$ cat src/mcu_pkg.sv
//~~~~~~~~~~~~~~~~~~~~~~~~~~~~~~~~~~~~~~~~~~~~~~~~~~~~~~~~~~~~~~~~~~~~~~~~~~
// Shared definitions for the microcontroller subsystem.
// Opcode and core state encodings, the address map of the core bus and
// the bus structs that connect the core, the port block, the shared RAM
// and the main CPU side. Modules import what they need from here.
//~~~~~~~~~~~~~~~~~~~~~~~~~~~~~~~~~~~~~~~~~~~~~~~~~~~~~~~~~~~~~~~~~~~~~~~~~~

`default_nettype none

package mcu_pkg;

    // Instruction set, one opcode byte each
    // Operands follow in ROM, low byte first for 16-bit addresses
    typedef enum logic [7:0] {
        NOP  = 8'h00,   // No operands
        LDI  = 8'h01,   // acc = imm8
        LDA  = 8'h02,   // acc = mem[addr16]
        STA  = 8'h03,   // mem[addr16] = acc
        ADDI = 8'h04,   // acc = acc + imm8
        DECA = 8'h05,   // acc = acc - 1
        BNE  = 8'h06,   // Branch to addr16 if acc nonzero
        JMP  = 8'h07,   // pc = addr16
        RTI  = 8'h08,   // Return from NMI handler
        WAI  = 8'h09    // Spin until NMI
    } mcu_opcode_e;

    // Core sequencer states
    typedef enum logic [2:0] {
        FETCH_OP,
        FETCH_LO,
        FETCH_HI,
        MEM_ACCESS,
        NMI_ENTRY,
        HALTED
    } mcu_state_e;

    // Address bits 15:12 that select the shared RAM
    localparam logic [3:0]  SHARED_PAGE = 4'h8;
    // Write-only output port 6
    localparam logic [15:0] PORT6_ADDR  = 16'h0017;
    // NMI handler entry in ROM, reset entry is 0
    localparam logic [13:0] NMI_VECTOR  = 14'h0010;

    // Core data bus
    typedef struct packed {
        logic [15:0] addr;
        logic [7:0]  wdata;
        logic        we;
        logic        valid;
    } mcu_bus_t;

    // Main CPU access to the shared RAM
    typedef struct packed {
        logic [8:0]  addr;
        logic [7:0]  wdata;
        logic        cs;
        logic        wr;
    } host_bus_t;

endpackage

`default_nettype wire

$ cat src/mcu_port_regs.sv
//~~~~~~~~~~~~~~~~~~~~~~~~~~~~~~~~~~~~~~~~~~~~~~~~~~~~~~~~~~~~~~~~~~~~~~~~~~
// Output port 6 and the main CPU NMI latch.
// Port 6 is written by core stores to its address. Bit 0 arms the NMI
// latch, bit 1 drives the interrupt line to the main CPU. The latch sets
// on a rising edge of nmi_set.
//~~~~~~~~~~~~~~~~~~~~~~~~~~~~~~~~~~~~~~~~~~~~~~~~~~~~~~~~~~~~~~~~~~~~~~~~~~

`default_nettype none

module mcu_port_regs (
    input  logic              clk,
    input  logic              reset,
    input  mcu_pkg::mcu_bus_t bus,
    input  logic              nmi_set,
    output logic              nmi,
    output logic              irq_main
);
    import mcu_pkg::*;

    logic [7:0] port6;
    logic       port6_wr;
    logic       nmi_set_d;
    logic       nmi_rise;
    logic       nmi_clr;

    // Full 16-bit decode of the port address
    assign port6_wr = bus.valid && bus.we && (bus.addr == PORT6_ADDR);
    assign nmi_rise = nmi_set && !nmi_set_d;
    // Latch held clear while the firmware keeps bit 0 low
    assign nmi_clr  = !port6[0];
    assign irq_main = port6[1];

    always_ff @(posedge clk) begin
        if (reset) begin
            port6 <= 8'h00;
        end else if (port6_wr) begin
            port6 <= bus.wdata;
        end
    end

    // Edge detect, a held request counts once
    always_ff @(posedge clk) begin
        if (reset) begin
            nmi_set_d <= 1'b0;
        end else begin
            nmi_set_d <= nmi_set;
        end
    end

    always_ff @(posedge clk) begin
        if (reset) begin
            nmi <= 1'b0;
        end else if (nmi_clr) begin
            nmi <= 1'b0;
        end else if (nmi_rise) begin
            nmi <= 1'b1;
        end
    end

endmodule

`default_nettype wire

$ cat config.mk
export PLATFORM = sky130hd
export DESIGN_NAME = mcu_port_regs
export DESIGN_NICKNAME = d
export VERILOG_FILES = /design/src/mcu_pkg.sv /design/src/mcu_port_regs.sv
export SDC_FILE = /design/constraint.sdc
export NUM_CORES = 1
export LEC_CHECK = 0
export CORE_AREA = 3 3 40 42
export DETAILED_ROUTE_END_ITERATION = 10
export DIE_AREA = 0 0 43 45
export DONT_BUFFER_PORTS = 1
export RECOVER_POWER = 50
export SLEW_MARGIN = 20
export SYNTH_ARGS = -nofsm -noshare
export SYNTH_HDL_FRONTEND = slang
export SYNTH_SLANG_ARGS = --single-unit
$ cat constraint.sdc
create_clock -name clk -period 2.8 [get_ports clk]
set_clock_uncertainty 0.15 [all_clocks]
set_input_delay 0.14 -clock clk [delete_from_list [all_inputs] [get_ports clk]]
set_output_delay 0.14 -clock clk [all_outputs]
set_load 0.01 [all_outputs]
==> impl_results.md <==
- Status: completed
- Synth Warn #: 0
- Vias in the first global route: between 150 and 200
- Post-DRT Antenna Nets: 0
- RSZ-0062 raised after global routing: no
- Worst-Skew Late Latency: between 0.2 and 0.25 ns
- # setup viols final: 0
- Io pins: 31
- Slew Limit Fails: 0
- CTS tree: done
- WP data arrival: approximately 1.4 ns
- Required @ worst endpoint: 2.82 ns
- Most frequent cells in the layout: 5 x dlygate4sd3_1, 4 x nand2b_1, 4 x dfxtp_1
- Crit start category: primary input
- Top Metal Used: met3
- Largest net degree at the start of global routing: 6
- Layout overhead on the synthesized area: 43.71%
- Clock Tree Buf Depth: 2
- Crit-path max FO: 5
- Met1 WL: 144 um
- Met2 WL post-DR: 319 um
- Overflow after GRT: 0
- Vias: 171
- Num CTS Buffers: 3
- Min-Delay Path Class: primary input to flop
- Synth Net Count: 49
- H-tree depth: 1
- Minimum clock period: roughly 1.4 ns
- Placed cell area: between 200 and 250 um^2
- Initial Util: 0.1626
- Synthesis-stage register bit count: 4
- Via density: slightly below 4
- Die area: between 1500 and 2000 um^2
- Clk sinks: 4
- Input/output buffers: 0
- Die Y: roughly 45 um
- Transition time of the tightest slew-check pin: 0.1927 ns
- Synth cell types: 13
- Die X-Extent: around 43 um
- P_leak: 0.1004 nW
- CP Class: primary input to flop
- Area of the core: 1285 um^2
- Endpoint class of the critical path: flop
- Worst R2R Path Depth: 3
- Detailed Route Iter0 Violations: 0
- GRT Total Usage: 0.05417
- Rows: 13
- Gate count of the mapped netlist: 20
- Most common cell after layout, fill and taps aside: dlygate4sd3_1
- Post-synthesis sequential area ratio: 0.3832
- Met3 WL: 19 um
- PD cells: about 470 nW/um^2
- Fin crit share: 0.5003
- Cell Count, Final, Fillers Out: 43
- Global placement routability congestion: between 0.5 and 0.6
- Fin. Hold Viols: 0
- Clk slew on worst S/H paths: 0.04 ns
- Antenna violations before repair: 0
- Share of cells above drive strength 1: 0.2500
- Average wire per standard cell: about 11 um
- First-pass GRT wire length: 738 um
- N_diodes: 0
- Hold Path Stages: 3
- Max-cap viol count: 0
- Root Driver: clkbuf_4
- Setup TNS: 0 ns
- Fill cells: between 100 and 150
- 1st-pass router iterations: 1
- Setup Fix Bufs, Post-CTS: 0
- IR drop worst, VDD: slightly above 80 uV
- Fmax: roughly 0.71 GHz
- Relative slew slack: 0.8704
- Final wirelength: ~480 um
- Cells after DPL: 35
- # nets final: 59
- Post-Syn Area: 209.0 um^2
- Syn Area/Cell: roughly 10 um^2
- DRC viols: 0
- Design area: roughly 300 um^2
==> routing by layer <==
layer	up-vias	track usage
met4	0	0.07229
met2	4	0.08982
met3	0	0.003984
li1	89	-
met5	-	0
met1	78	0.05314
==> through the flow <==
stage / worst slack (ns) / hold WS, ns / util / total power [mW]
2_1_floorplan: 1.783 / 0.06161 / - / 0.06415
3_3_place_gp: 1.725 / 0.06206 / 0.1772 / 0.06440
3_5_place_dp: 1.726 / 0.06420 / 0.1772 / 0.06458
4_1_cts: 1.425 / 0.08803 / 0.2337 / 0.1425
5_1_grt: 1.321 / 0.09988 / 0.2337 / 0.1463
6_report: 1.399 / 0.09148 / 0.2337 / 0.1399
==> cell usage after synthesis (all sizes together) <==
cell / n / area [um^2]
dfxtp: 4 / 80.08
nand2b: 4 / 25.02
mux2i: 2 / 20.02
a21oi: 1 / 5.000
and4: 1 / 11.26
and4bb: 1 / 12.51
inv: 1 / 3.750
nand4b: 1 / 8.760
nor2: 1 / 3.750
nor2b: 1 / 6.260
nor3: 1 / 5.000
nor4: 1 / 12.51
nor4b: 1 / 15.01
==> final timing paths <==
path | startpoint | to | slack (ns)
setup / recovery | reset | nmi_set_d | 1.40
hold / removal | bus[19] | port6[1] | 0.09
setup reg to reg | nmi_set_d | nmi | 2.02
hold reg to reg | port6[0] | nmi | 0.32
==> critical path, stage by stage <==
cell           delay (ns)
dlygate4sd3_1        0.59
nor2b_1              0.14
dlygate4sd3_1        0.56
==> layout make-up <==
cell class	instances	area, um^2	share of cell area
multi-input cells	15	125.1	0.4167
flip-flops and latches	4	80.08	0.2667
repair buffers	5	50.05	0.1667
clock buffers	3	22.52	0.07500
well taps	15	18.77	0.06250
inverters	1	3.754	0.01250
==> sequential cells by signal (all words and copies together), names as in the netlist <==
register   count
nmi_set_d      1
nmi            1
port6          2
==> kinds of logic (layout without fill, tap and decap cells) <==
logic type,Yosys count,in the layout,share of synthesized area
AO/OA/AOI/OAI,1,1,0.02393
buffers and inverters,1,9,0.01795
AND/OR/NAND/NOR,12,12,0.4790
flip-flops,4,4,0.3832
multiplexers,2,2,0.09581
==> report_power, final <==
group          internal [mW]  switching (mW)  total (mW)  leakage [nW]
Clock                 0.0479          0.0222      0.0701        0.0138
Sequential            0.0581        0.000199      0.0583        0.0325
Combinational        0.00863         0.00299      0.0116        0.0541
==> timing repair <==
action | in CTS | in global routing
gates resized for setup | 0 | 0
hold buffers | 5 | 0
endpoints found under the hold margin | 4 | 0
Power figures use the tool's default switching activity.
