==> config.mk <==
export PLATFORM = sky130hd
export DESIGN_NAME = mcu_core
export DESIGN_NICKNAME = d
export VERILOG_FILES = /design/src/mcu_pkg.sv /design/src/mcu_core.sv
export SDC_FILE = /design/constraint.sdc
export NUM_CORES = 1
export LEC_CHECK = 0
export ABC_AREA = 1
export BUFFER_PORTS_ARGS = -buffer_cell sky130_fd_sc_hd__clkbuf_2
export CORE_AREA = 2 2 108 110
export DETAILED_ROUTE_END_ITERATION = 10
export DIE_AREA = 0 0 110 112
export GPL_ROUTABILITY_DRIVEN = 0
export HOLD_SLACK_MARGIN = 0.02
export PLACE_DENSITY = 0.59
export SLEW_MARGIN = 10
export SYNTH_ARGS = -nofsm -noshare
export SYNTH_HDL_FRONTEND = slang
export SYNTH_SLANG_ARGS = --single-unit
==> constraint.sdc <==
create_clock -name clk -period 2.5 [get_ports clk]
set_clock_uncertainty 0.1 [all_clocks]
set_input_delay 0.25 -clock clk [delete_from_list [all_inputs] [get_ports clk]]
set_output_delay 0.25 -clock clk [all_outputs]
set_load 0.01 [all_outputs]
==> src/mcu_pkg.sv <==
//~~~~~~~~~~~~~~~~~~~~~~~~~~~~~~~~~~~~~~~~~~~~~~~~~~~~~~~~~~~~~~~~~~~~~~~~~~
// Shared definitions for the microcontroller subsystem.
// Opcode and core state encodings, the address map of the core bus and
// the bus structs that connect the core, the port block, the shared RAM
// and the main CPU side. Modules import what they need from here.
//~~~~~~~~~~~~~~~~~~~~~~~~~~~~~~~~~~~~~~~~~~~~~~~~~~~~~~~~~~~~~~~~~~~~~~~~~~

`default_nettype none

package mcu_pkg;

    // Instruction set, one opcode byte each
    // Operands follow in ROM, low byte first for 16-bit addresses
    typedef enum logic [7:0] {
        NOP  = 8'h00,   // No operands
        LDI  = 8'h01,   // acc = imm8
        LDA  = 8'h02,   // acc = mem[addr16]
        STA  = 8'h03,   // mem[addr16] = acc
        ADDI = 8'h04,   // acc = acc + imm8
        DECA = 8'h05,   // acc = acc - 1
        BNE  = 8'h06,   // Branch to addr16 if acc nonzero
        JMP  = 8'h07,   // pc = addr16
        RTI  = 8'h08,   // Return from NMI handler
        WAI  = 8'h09    // Spin until NMI
    } mcu_opcode_e;

    // Core sequencer states
    typedef enum logic [2:0] {
        FETCH_OP,
        FETCH_LO,
        FETCH_HI,
        MEM_ACCESS,
        NMI_ENTRY,
        HALTED
    } mcu_state_e;

    // Address bits 15:12 that select the shared RAM
    localparam logic [3:0]  SHARED_PAGE = 4'h8;
    // Write-only output port 6
    localparam logic [15:0] PORT6_ADDR  = 16'h0017;
    // NMI handler entry in ROM, reset entry is 0
    localparam logic [13:0] NMI_VECTOR  = 14'h0010;

    // Core data bus
    typedef struct packed {
        logic [15:0] addr;
        logic [7:0]  wdata;
        logic        we;
        logic        valid;
    } mcu_bus_t;

    // Main CPU access to the shared RAM
    typedef struct packed {
        logic [8:0]  addr;
        logic [7:0]  wdata;
        logic        cs;
        logic        wr;
    } host_bus_t;

endpackage

`default_nettype wire

==> src/mcu_core.sv <==
//~~~~~~~~~~~~~~~~~~~~~~~~~~~~~~~~~~~~~~~~~~~~~~~~~~~~~~~~~~~~~~~~~~~~~~~~~~
// Multi-cycle 8-bit accumulator core.
// Fetches opcode and operand bytes from an external ROM through a
// request/ok handshake and stalls until each byte arrives. Loads and
// stores go out on the core data bus. Halt and NMI are taken at
// instruction boundaries, one saved PC serves RTI.
//~~~~~~~~~~~~~~~~~~~~~~~~~~~~~~~~~~~~~~~~~~~~~~~~~~~~~~~~~~~~~~~~~~~~~~~~~~

`default_nettype none

module mcu_core #(
    parameter int ROM_AW = 14
) (
    input  logic              clk,
    input  logic              reset,
    input  logic              halt,
    input  logic              nmi,
    output logic              halted,
    output mcu_pkg::mcu_bus_t bus,
    input  logic [7:0]        rdata,
    output logic [ROM_AW-1:0] rom_addr,
    output logic              rom_cs,
    input  logic [7:0]        rom_data,
    input  logic              rom_ok
);
    import mcu_pkg::*;

    mcu_state_e        state;
    mcu_opcode_e       op;
    mcu_opcode_e       rom_op;
    logic [ROM_AW-1:0] pc;
    logic [ROM_AW-1:0] saved_pc;
    logic [ROM_AW-1:0] jump_target;
    logic [7:0]        acc;
    logic              zf;
    logic [7:0]        opnd_lo;
    logic [15:0]       ea;
    logic [7:0]        add_res;
    logic [7:0]        dec_res;
    logic              in_nmi;
    logic              wait_nmi;
    logic              load_pend;
    logic              nmi_take;

    // ROM byte seen as an opcode
    assign rom_op      = mcu_opcode_e'(rom_data);
    // High byte arrives with rom_ok, low byte was kept from FETCH_LO
    assign jump_target = ROM_AW'({rom_data, opnd_lo});
    assign add_res     = acc + rom_data;
    assign dec_res     = acc - 8'd1;
    // No nesting, only one saved PC
    assign nmi_take    = nmi && !in_nmi;

    assign rom_addr    = pc;
    assign halted      = (state == HALTED);

    // Data bus is only active for the single MEM_ACCESS cycle
    assign bus.addr    = ea;
    assign bus.wdata   = acc;
    assign bus.we      = (state == MEM_ACCESS) && (op == STA);
    assign bus.valid   = (state == MEM_ACCESS);

    always_ff @(posedge clk) begin
        if (reset) begin
            state     <= FETCH_OP;
            pc        <= '0;
            rom_cs    <= 1'b0;
            acc       <= 8'h00;
            zf        <= 1'b1;
            in_nmi    <= 1'b0;
            wait_nmi  <= 1'b0;
            load_pend <= 1'b0;
        end else begin
            case (state)
                FETCH_OP: begin
                    // Registered RAM data of the last LDA lands here
                    if (load_pend) begin
                        acc       <= rdata;
                        zf        <= (rdata == 8'h00);
                        load_pend <= 1'b0;
                    end
                    if (rom_cs) begin
                        // Waiting on the ROM, decode once the byte arrives
                        if (rom_ok) begin
                            rom_cs <= 1'b0;
                            pc     <= pc + 1'b1;
                            op     <= rom_op;
                            case (rom_op)
                                LDI, ADDI, LDA, STA, BNE, JMP: begin
                                    state <= FETCH_LO;
                                end
                                DECA: begin
                                    acc <= dec_res;
                                    zf  <= (dec_res == 8'h00);
                                end
                                RTI: begin
                                    pc     <= saved_pc;
                                    in_nmi <= 1'b0;
                                end
                                WAI: begin
                                    wait_nmi <= 1'b1;
                                end
                                default: begin
                                    // NOP and undefined codes
                                    state <= FETCH_OP;
                                end
                            endcase
                        end
                    end else begin
                        // Instruction boundary
                        // Halt wins so an NMI during halt waits for release
                        if (halt) begin
                            state <= HALTED;
                        end else if (nmi_take) begin
                            state <= NMI_ENTRY;
                        end else if (!wait_nmi) begin
                            rom_cs <= 1'b1;
                        end
                    end
                end

                FETCH_LO: begin
                    if (!rom_cs) begin
                        rom_cs <= 1'b1;
                    end else if (rom_ok) begin
                        rom_cs  <= 1'b0;
                        pc      <= pc + 1'b1;
                        opnd_lo <= rom_data;
                        case (op)
                            LDI: begin
                                acc   <= rom_data;
                                zf    <= (rom_data == 8'h00);
                                state <= FETCH_OP;
                            end
                            ADDI: begin
                                acc   <= add_res;
                                zf    <= (add_res == 8'h00);
                                state <= FETCH_OP;
                            end
                            default: begin
                                state <= FETCH_HI;
                            end
                        endcase
                    end
                end

                FETCH_HI: begin
                    if (!rom_cs) begin
                        rom_cs <= 1'b1;
                    end else if (rom_ok) begin
                        rom_cs <= 1'b0;
                        pc     <= pc + 1'b1;
                        ea     <= {rom_data, opnd_lo};
                        state  <= FETCH_OP;
                        case (op)
                            LDA, STA: begin
                                state <= MEM_ACCESS;
                            end
                            JMP: begin
                                pc <= jump_target;
                            end
                            BNE: begin
                                if (!zf) begin
                                    pc <= jump_target;
                                end
                            end
                            default: begin
                                state <= FETCH_OP;
                            end
                        endcase
                    end
                end

                MEM_ACCESS: begin
                    // Store completes this cycle, load data comes next cycle
                    load_pend <= (op == LDA);
                    state     <= FETCH_OP;
                end

                NMI_ENTRY: begin
                    saved_pc <= pc;
                    pc       <= ROM_AW'(NMI_VECTOR);
                    in_nmi   <= 1'b1;
                    wait_nmi <= 1'b0;
                    state    <= FETCH_OP;
                end

                HALTED: begin
                    if (!halt) begin
                        state <= FETCH_OP;
                    end
                end

                default: begin
                    state <= FETCH_OP;
                end
            endcase
        end
    end

endmodule

`default_nettype wire

==> impl_metrics.csv, run 1 <==
group,metric,value,unit
run_status,status,"completed",
route,routed-via-count,4591,
grt,antenna_violations_before_repair,0,
layout,numnets_final,755,
timing,rsz_0062_raised_after_global_routing,"false",
place,placedCellCount,855,
timing,maxSlewViolCount,0,
route,finalWirelength,13300,um
hold_path,hp-class,"in -> reg",
power,power_frac_clock,22.4,%
power,power.share.switching,42.4,%
die,die-area,0.0123,mm^2
die,die-width,110,um
place,postPlaceCellArea,0.00523,mm^2
power,sequential_share_of_power,34.5,%
clocking,ctsLongestPathBuffers,2,
flow_run,max_cap_viol_count,0,
power,peakVddDrop,0.430,mV
synthesis,syn_inst,644,
worst_setup_path,timing.critical_path.required,2.64,ns
route,drt-initial-drc-count,449,
worst_setup_path,worstReg2RegEnd,"acc[4]$_SDFFE_PP0P_",
timing,max_slew_margin,64.8,%
timing,fmax,445,MHz
layout,finish.utilization,49.2,%
worst_setup_path,timing.critical_path.to_type,"flip-flop",
die,core.rowCount,39,
clocking,worst_skew_pair.late_latency,0.35,ns
die,io-pin-count,63,
route,post_detailed_route_drc_marker_count,0,
clocking,cts_repair_resizes,0,
worst_setup_path,critical_path_type,"reg -> reg",
synthesis,synth_top_cells_by_area,"edfxtp_1 (30%), dfxtp_1 (13%), nand2_1 (13%)",
hold_path,hp-start,"rom_data[1]",
grt,number_of_global_route_vias_before_repair,4329,
power,switching_power,2.22,mW
place,dp_hpwl,9930,um
route,drt-wirelength-per-cell,15.3,um
worst_setup_path,worst-r2r-setup-slack,0.25,ns
die,core_region_area,0.0112,mm^2
clocking,htreeDepth,3,
grt,largest_net_degree_at_the_start_of_global_routing,25,
layout,drive_gt1_share,16.3,%
synthesis,yosys.area.top_type_share,29.6,%
route,wl_met1,6380,um
worst_setup_path,critical_path_peak_fanout,12,
power,internal_power,3.01,mW
route,route.met2.wl,5820,um
synthesis,synth_top_area_cell,"edfxtp_1",
clocking,cts_hold_buffers,0,
synthesis,netlist-cell-type-count,37,
place,numPortBuffers,62,
clocking,cts_tree,"done",
layout,fillCellCount,1122,
hold_path,timing.hold.worst_path_depth,1,
grt,track_usage,23.2,%
timing,period_minus_slack,2.25,ns
timing,fin_setup_tns,0,ns
synthesis,post_synth.cell_area_avg,7.25,um^2
layout,antenna_cells_inserted,0,
clocking,tritoncts_num_sinks,76,
timing,finalSetupViolations,0,
worst_setup_path,critPathArrivalTime,2.39,ns
layout,most_common_cell_after_layout_fill_and_taps_aside,"nand2_1",
worst_setup_path,critical_register_to_register_path_startpoint,"op[0]$_DFFE_PP_",
power,comb_pwr_share,43.1,%
route,ant_nets,0,
clocking,post_cts_buffers,0,
layout,layout-area-overhead-vs-synth,17.6,%
power,power.density,952,mW/mm^2
clocking,tritoncts.num_buffers,9,
timing,tightestPinTransition,0.526,ns
route,highest_layer,"met4",
die,die_height,112,um
power,fin_total_pwr,5.23,mW
synthesis,ys_warn_count,0,
layout,design_area_final,0.00550,mm^2
layout,stdcell_count,871,
clocking,cts.reportedPaths.clkPinSlew,0.06,ns
hold_path,holdPathEnd,"ea[9]$_DFFE_PP_",
worst_setup_path,ff2ff_path_depth,12,
timing,final.period_utilization,90.0,%
die,starting_density,41.8,%
worst_setup_path,start_kind,"flip-flop",
route,drt_first_pass_iters,5,
synthesis,synth.net_count,676,
layout,layout_common_cells,"nand2_1 (156), nor2_1 (86), inv_1 (79)",
clocking,cts-root-buf,"clkbuf_16",
grt,grt_remaining_overflow,0,
synthesis,postSynthRegisterBits,76,
route,route.met3.wl,813,um
synthesis,post_synth_instance_area,0.00467,mm^2
timing,finalHoldViolations,0,
synthesis,seq_area_frac_synth,42.4,%
grt,grt_pass1_wl,21800,um
route,routed_via_density,5.27,
power,power_leakage,2.47,nW
worst max-delay path, cell delays in order (launching register included):
cell	delay [ns]
edfxtp_1	0.43
inv_2	0.15
nand2_1	0.07
nor2_1	0.15
nand2_1	0.28
o21ai_2	0.19
nand2_1	0.07
nand2_1	0.06
nand2_1	0.15
inv_1	0.22
nand2_1	0.07
o21ai_0	0.17
inv_1	0.06
flip-flops by register name (all words and copies together), names as in the netlist, 3 cells and up:
signal / count
saved_pc: 14
op: 8
state: 3
acc: 8
opnd_lo: 8
rom_addr: 14
ea: 16
logic make-up after synthesis:
family                   Yosys count  synth area share, %
AO/OA/AOI/OAI                    116                 13.2
XOR/XNOR                           9                 1.69
adder cells (fa/ha/maj)           11                 3.11
buffers and inverters             99                 8.54
flip-flops                        76                 42.4
AND/OR/NAND/NOR                  333                 31.0
power groups by stage:
stage	combinational, mW	clock, mW	sequential [mW]
floorplan	1.58	0	1.81
global placement	2.21	0	1.83
detailed placement	2.22	0	1.83
CTS	2.24	1.19	1.80
global route	2.60	1.25	1.84
finish	2.26	1.17	1.81
worst max path at each step:
stage | slack (ns) | to | start | cells past startpoint
3_5_place_dp | 0.20 | acc[4]$_SDFFE_PP0P_ | op[0]$_DFFE_PP_ | 12
4_1_cts | 0.19 | acc[4]$_SDFFE_PP0P_ | op[0]$_DFFE_PP_ | 12
5_1_grt | 0.02 | acc[4]$_SDFFE_PP0P_ | op[0]$_DFFE_PP_ | 12
3_3_place_gp | 0.20 | acc[4]$_SDFFE_PP0P_ | op[0]$_DFFE_PP_ | 12
6_report | 0.25 | acc[4]$_SDFFE_PP0P_ | op[0]$_DFFE_PP_ | 12
2_1_floorplan | 0.57 | zf$_SDFFE_PP1P_ | acc[0]$_SDFFE_PP0P_ | 10
synth_stat cells:
library cell	number
buf_2	4
edfxtp_1	46
or2_2	4
nor2_4	3
nor3_4	1
nand4_1	11
a21oi_1	34
a31o_2	1
o211ai_1	6
and2_1	3
nand3_2	1
o21a_1	1
o21ai_0	61
o21ai_1	5
ha_1	10
nand3b_1	2
buf_4	2
a21o_1	2
nor2_1	86
nand3_1	47
nor3_1	10
xor2_1	6
buf_6	2
nand2_2	4
dfxtp_1	30
xnor2_1	3
inv_1	79
nand2_1	156
o21bai_1	2
fa_1	1
nor4_1	1
a21boi_0	1
nand3_4	1
a31oi_1	3
nor2_2	3
inv_2	6
clkbuf_1	6
metal layers:
metal	track usage, %	vias to the layer above
met5	0	-
met4	8.69	0
met3	5.21	35
met2	33.6	180
met1	33.7	2089
li1	-	2287
metrics by stage:
| step | hold slack (ns) | setup slack (ns) |
|---|---|---|
| after detailed placement | 0.342 | 0.198 |
| final | 0.116 | 0.250 |
| after global placement | 0.343 | 0.203 |
| after CTS | 0.107 | 0.187 |
| after global routing | 0.121 | 0.0177 |
| after floorplan | 0.249 | 0.568 |
final cells by class:
type	count	area, um^2	area share [%]
clock buffer	10	229	4.17
multi-input combinational	469	2290	41.8
clock inverter	6	31.3	0.569
timing repair buffer	82	460	8.38
inverter	85	319	5.81
tap	143	179	3.26
sequential	76	1980	36.1
Note: power is estimated with default switching activity, not from simulation.
==> run 2, diff against run 1 <==
--- a/config.mk
+++ b/config.mk
@@ -7,13 +7,15 @@
 export LEC_CHECK = 0
 export ABC_AREA = 1
 export BUFFER_PORTS_ARGS = -buffer_cell sky130_fd_sc_hd__clkbuf_2
-export CORE_AREA = 2 2 108 110
+export CELL_PAD_IN_SITES_DETAIL_PLACEMENT = 2
+export CELL_PAD_IN_SITES_GLOBAL_PLACEMENT = 2
+export CORE_AREA = 2 2 122 124
 export DETAILED_ROUTE_END_ITERATION = 10
-export DIE_AREA = 0 0 110 112
+export DIE_AREA = 0 0 124 126
 export GPL_ROUTABILITY_DRIVEN = 0
 export HOLD_SLACK_MARGIN = 0.02
-export PLACE_DENSITY = 0.59
-export SLEW_MARGIN = 10
+export PLACE_DENSITY = 0.78
+export SLEW_MARGIN = 20
 export SYNTH_ARGS = -nofsm -noshare
 export SYNTH_HDL_FRONTEND = slang
 export SYNTH_SLANG_ARGS = --single-unit
==> impl_metrics.csv, run 2 (synthesis gave the netlist of run 1 again) <==
group,metric,value,unit
die,die_height,126,um
power,sequential_share_of_power,33.3,%
power,power_leakage,2.49,nW
clocking,cts-root-buf,"clkbuf_16",
worst_setup_path,timing.critical_path.to_type,"flip-flop",
flow_run,max_cap_viol_count,0,
layout,most_common_cell_after_layout_fill_and_taps_aside,"nand2_1",
route,drt_first_pass_iters,4,
worst_setup_path,start_kind,"flip-flop",
timing,finalSetupViolations,0,
die,starting_density,32.6,%
power,power_frac_clock,23.0,%
clocking,tritoncts_num_sinks,76,
grt,track_usage,23.5,%
worst_setup_path,critical_path_peak_fanout,7,
hold_path,hp-class,"in -> reg",
worst_setup_path,worstSetupEndpoint,"acc[5]$_SDFFE_PP0P_",
timing,period_minus_slack,2.20,ns
layout,largest_register_ff_count,16,
worst_setup_path,critPathSlowestCell,"edfxtp_1",
grt,number_of_global_route_vias_before_repair,5130,
power,switching_power,2.45,mW
hold_path,timing.hold.worst_path_depth,1,
power,peakVddDrop,0.311,mV
die,die-width,124,um
timing,hold-worst-slack,0.0927,ns
worst_setup_path,timing.critical_path.required,2.64,ns
layout,layout_common_cells,"nand2_1 (156), nor2_1 (86), inv_1 (79)",
route,drt-wirelength-per-cell,18.9,um
clocking,cts_tree,"done",
timing,finalHoldViolations,0,
timing,rsz_0062_raised_after_global_routing,"false",
worst_setup_path,critPathArrivalTime,2.34,ns
clocking,cts_hold_buffers,0,
layout,stdcell_count,910,
power,power.density,989,mW/mm^2
die,io-pin-count,63,
timing,final.period_utilization,88.0,%
route,drt-initial-drc-count,248,
route,routed_via_density,5.15,
route,post_detailed_route_drc_marker_count,0,
layout,drive_gt1_share,16.5,%
timing,maxSlewViolCount,0,
timing,fmax,455,MHz
run_status,status,"completed",
clocking,cts.reportedPaths.clkPinSlew,0.07,ns
layout,layout-area-overhead-vs-synth,19.6,%
die,die-area,0.0156,mm^2
worst_setup_path,worstReg2RegEnd,"acc[5]$_SDFFE_PP0P_",
layout,final-seq-area,0.00198,mm^2
worst_setup_path,ff2ff_path_depth,11,
grt,largest_net_degree_at_the_start_of_global_routing,20,
place,placedCellCount,894,
route,finalWirelength,17200,um
die,core.rowCount,44,
worst_setup_path,delay_heaviest_family_cp,"simple AND/OR/NAND/NOR gates",
clocking,ctsLongestPathBuffers,2,
clocking,cts_repair_resizes,0,
worst_setup_path,path_buf_inv,2,
worst_setup_path,worst-path-stages,11,
clocking,htreeDepth,3,
power,comb_pwr_share,43.7,%
timing,tightestPinTransition,0.433,ns
worst_setup_path,critical_path_type,"reg -> reg",
place,numPortBuffers,62,
power,internal_power,3.07,mW
place,dp_hpwl,13500,um
layout,numnets_final,753,
route,ant_nets,0,
power,fin_total_pwr,5.53,mW
grt,grt_pass1_wl,28100,um
timing,fin_setup_tns,0,ns
worst_setup_path,critical_path.cell_chain,"inv_2 -> nand2_1 -> nor2_1 -> nand2_1 -> o21ai_1 -> nand2_1 -> nand2_1 -> nand2_1 -> inv_1 -> nand3_1 -> and2_1",
grt,antenna_violations_before_repair,0,
worst_setup_path,critical_register_to_register_path_startpoint,"op[0]$_DFFE_PP_",
worst_setup_path,worst-r2r-setup-slack,0.30,ns
layout,multi_input_area,0.00229,mm^2
layout,max_flop_register,"ea",
clocking,post_cts_buffers,0,
grt,grt_remaining_overflow,0,
route,routed-via-count,4691,
timing,max_slew_margin,71.1,%
worst_setup_path,timing.critical_path.mode_cell,"nand2_1",
layout,finish.utilization,39.0,%
power,power.share.switching,44.4,%
clocking,tritoncts.num_buffers,9,
layout,fillCellCount,1730,
clocking,worst_skew_pair.late_latency,0.34,ns
worst_setup_path,setup.worst_path.start,"op[0]$_DFFE_PP_",
worst_setup_path,slowest_stage_delay_cp,0.43,ns
die,core_region_area,0.0143,mm^2
layout,antenna_cells_inserted,0,
[run 2: changes by cell type in the layout (fill, tap and decap cells not counted), sizes merged]
cell	change
buf	-2
clkbuf	-1
clkinv	-1
clkinvlp	-2
inv	+4
[run 2: area by class of cell]
class	count	area share, %
multi-input combinational	469	41.0
sequential	76	35.5
timing repair buffer	80	8.64
inverter	85	5.71
tap	184	4.12
clock buffer	9	4.03
clock inverter	7	1.03
[run 2: worst reg2reg max path, delay by kind of cell, from the launching register on]
| family | cells | cell delay [ns] |
|---|---|---|
| simple gates | 8 | 0.98 |
| flops | 1 | 0.43 |
| buf+inv | 2 | 0.41 |
| compound gates | 1 | 0.18 |
[run 2: power by group through the flow]
stage,Clock (mW),Combinational [mW],Sequential [mW]
2_1_floorplan,0,1.58,1.81
3_3_place_gp,0,2.28,1.85
3_5_place_dp,0,2.42,1.87
4_1_cts,1.30,2.45,1.84
5_1_grt,1.35,2.76,1.88
6_report,1.27,2.41,1.84
[run 2: metrics by stage]
stage | instance area, um^2 | setup slack, ns
6_report | 5590 | 0.300
5_1_grt | 5590 | 0.0946
4_1_cts | 5590 | 0.303
3_5_place_dp | 5310 | 0.334
3_3_place_gp | 5310 | 0.396
2_1_floorplan | 4670 | 0.568
[run 2: worst min path at each step]
| stage | from | to | slack (ns) |
|---|---|---|---|
| after floorplan | rom_data[2] | ea[10]$_DFFE_PP_ | 0.25 |
| after global placement | opnd_lo[4]$_DFFE_PP_ | ea[4]$_DFFE_PP_ | 0.34 |
| after detailed placement | opnd_lo[6]$_DFFE_PP_ | ea[6]$_DFFE_PP_ | 0.35 |
| after CTS | rom_data[0] | ea[8]$_DFFE_PP_ | 0.08 |
| after global routing | rom_data[0] | ea[8]$_DFFE_PP_ | 0.08 |
| final | rom_data[0] | ea[8]$_DFFE_PP_ | 0.09 |
[run 2: metal layers]
metal | GRT usage, % | vias to the layer above | routed length, um | part of all wire (%)
met5 | 0 | - | 0 | 0
met2 | 39.1 | 83 | 8420 | 49
met4 | 6.48 | 0 | 241 | 1.4
met3 | 2.76 | 17 | 530 | 3.1
met1 | 32.2 | 2310 | 8040 | 47
li1 | - | 2281 | - | -
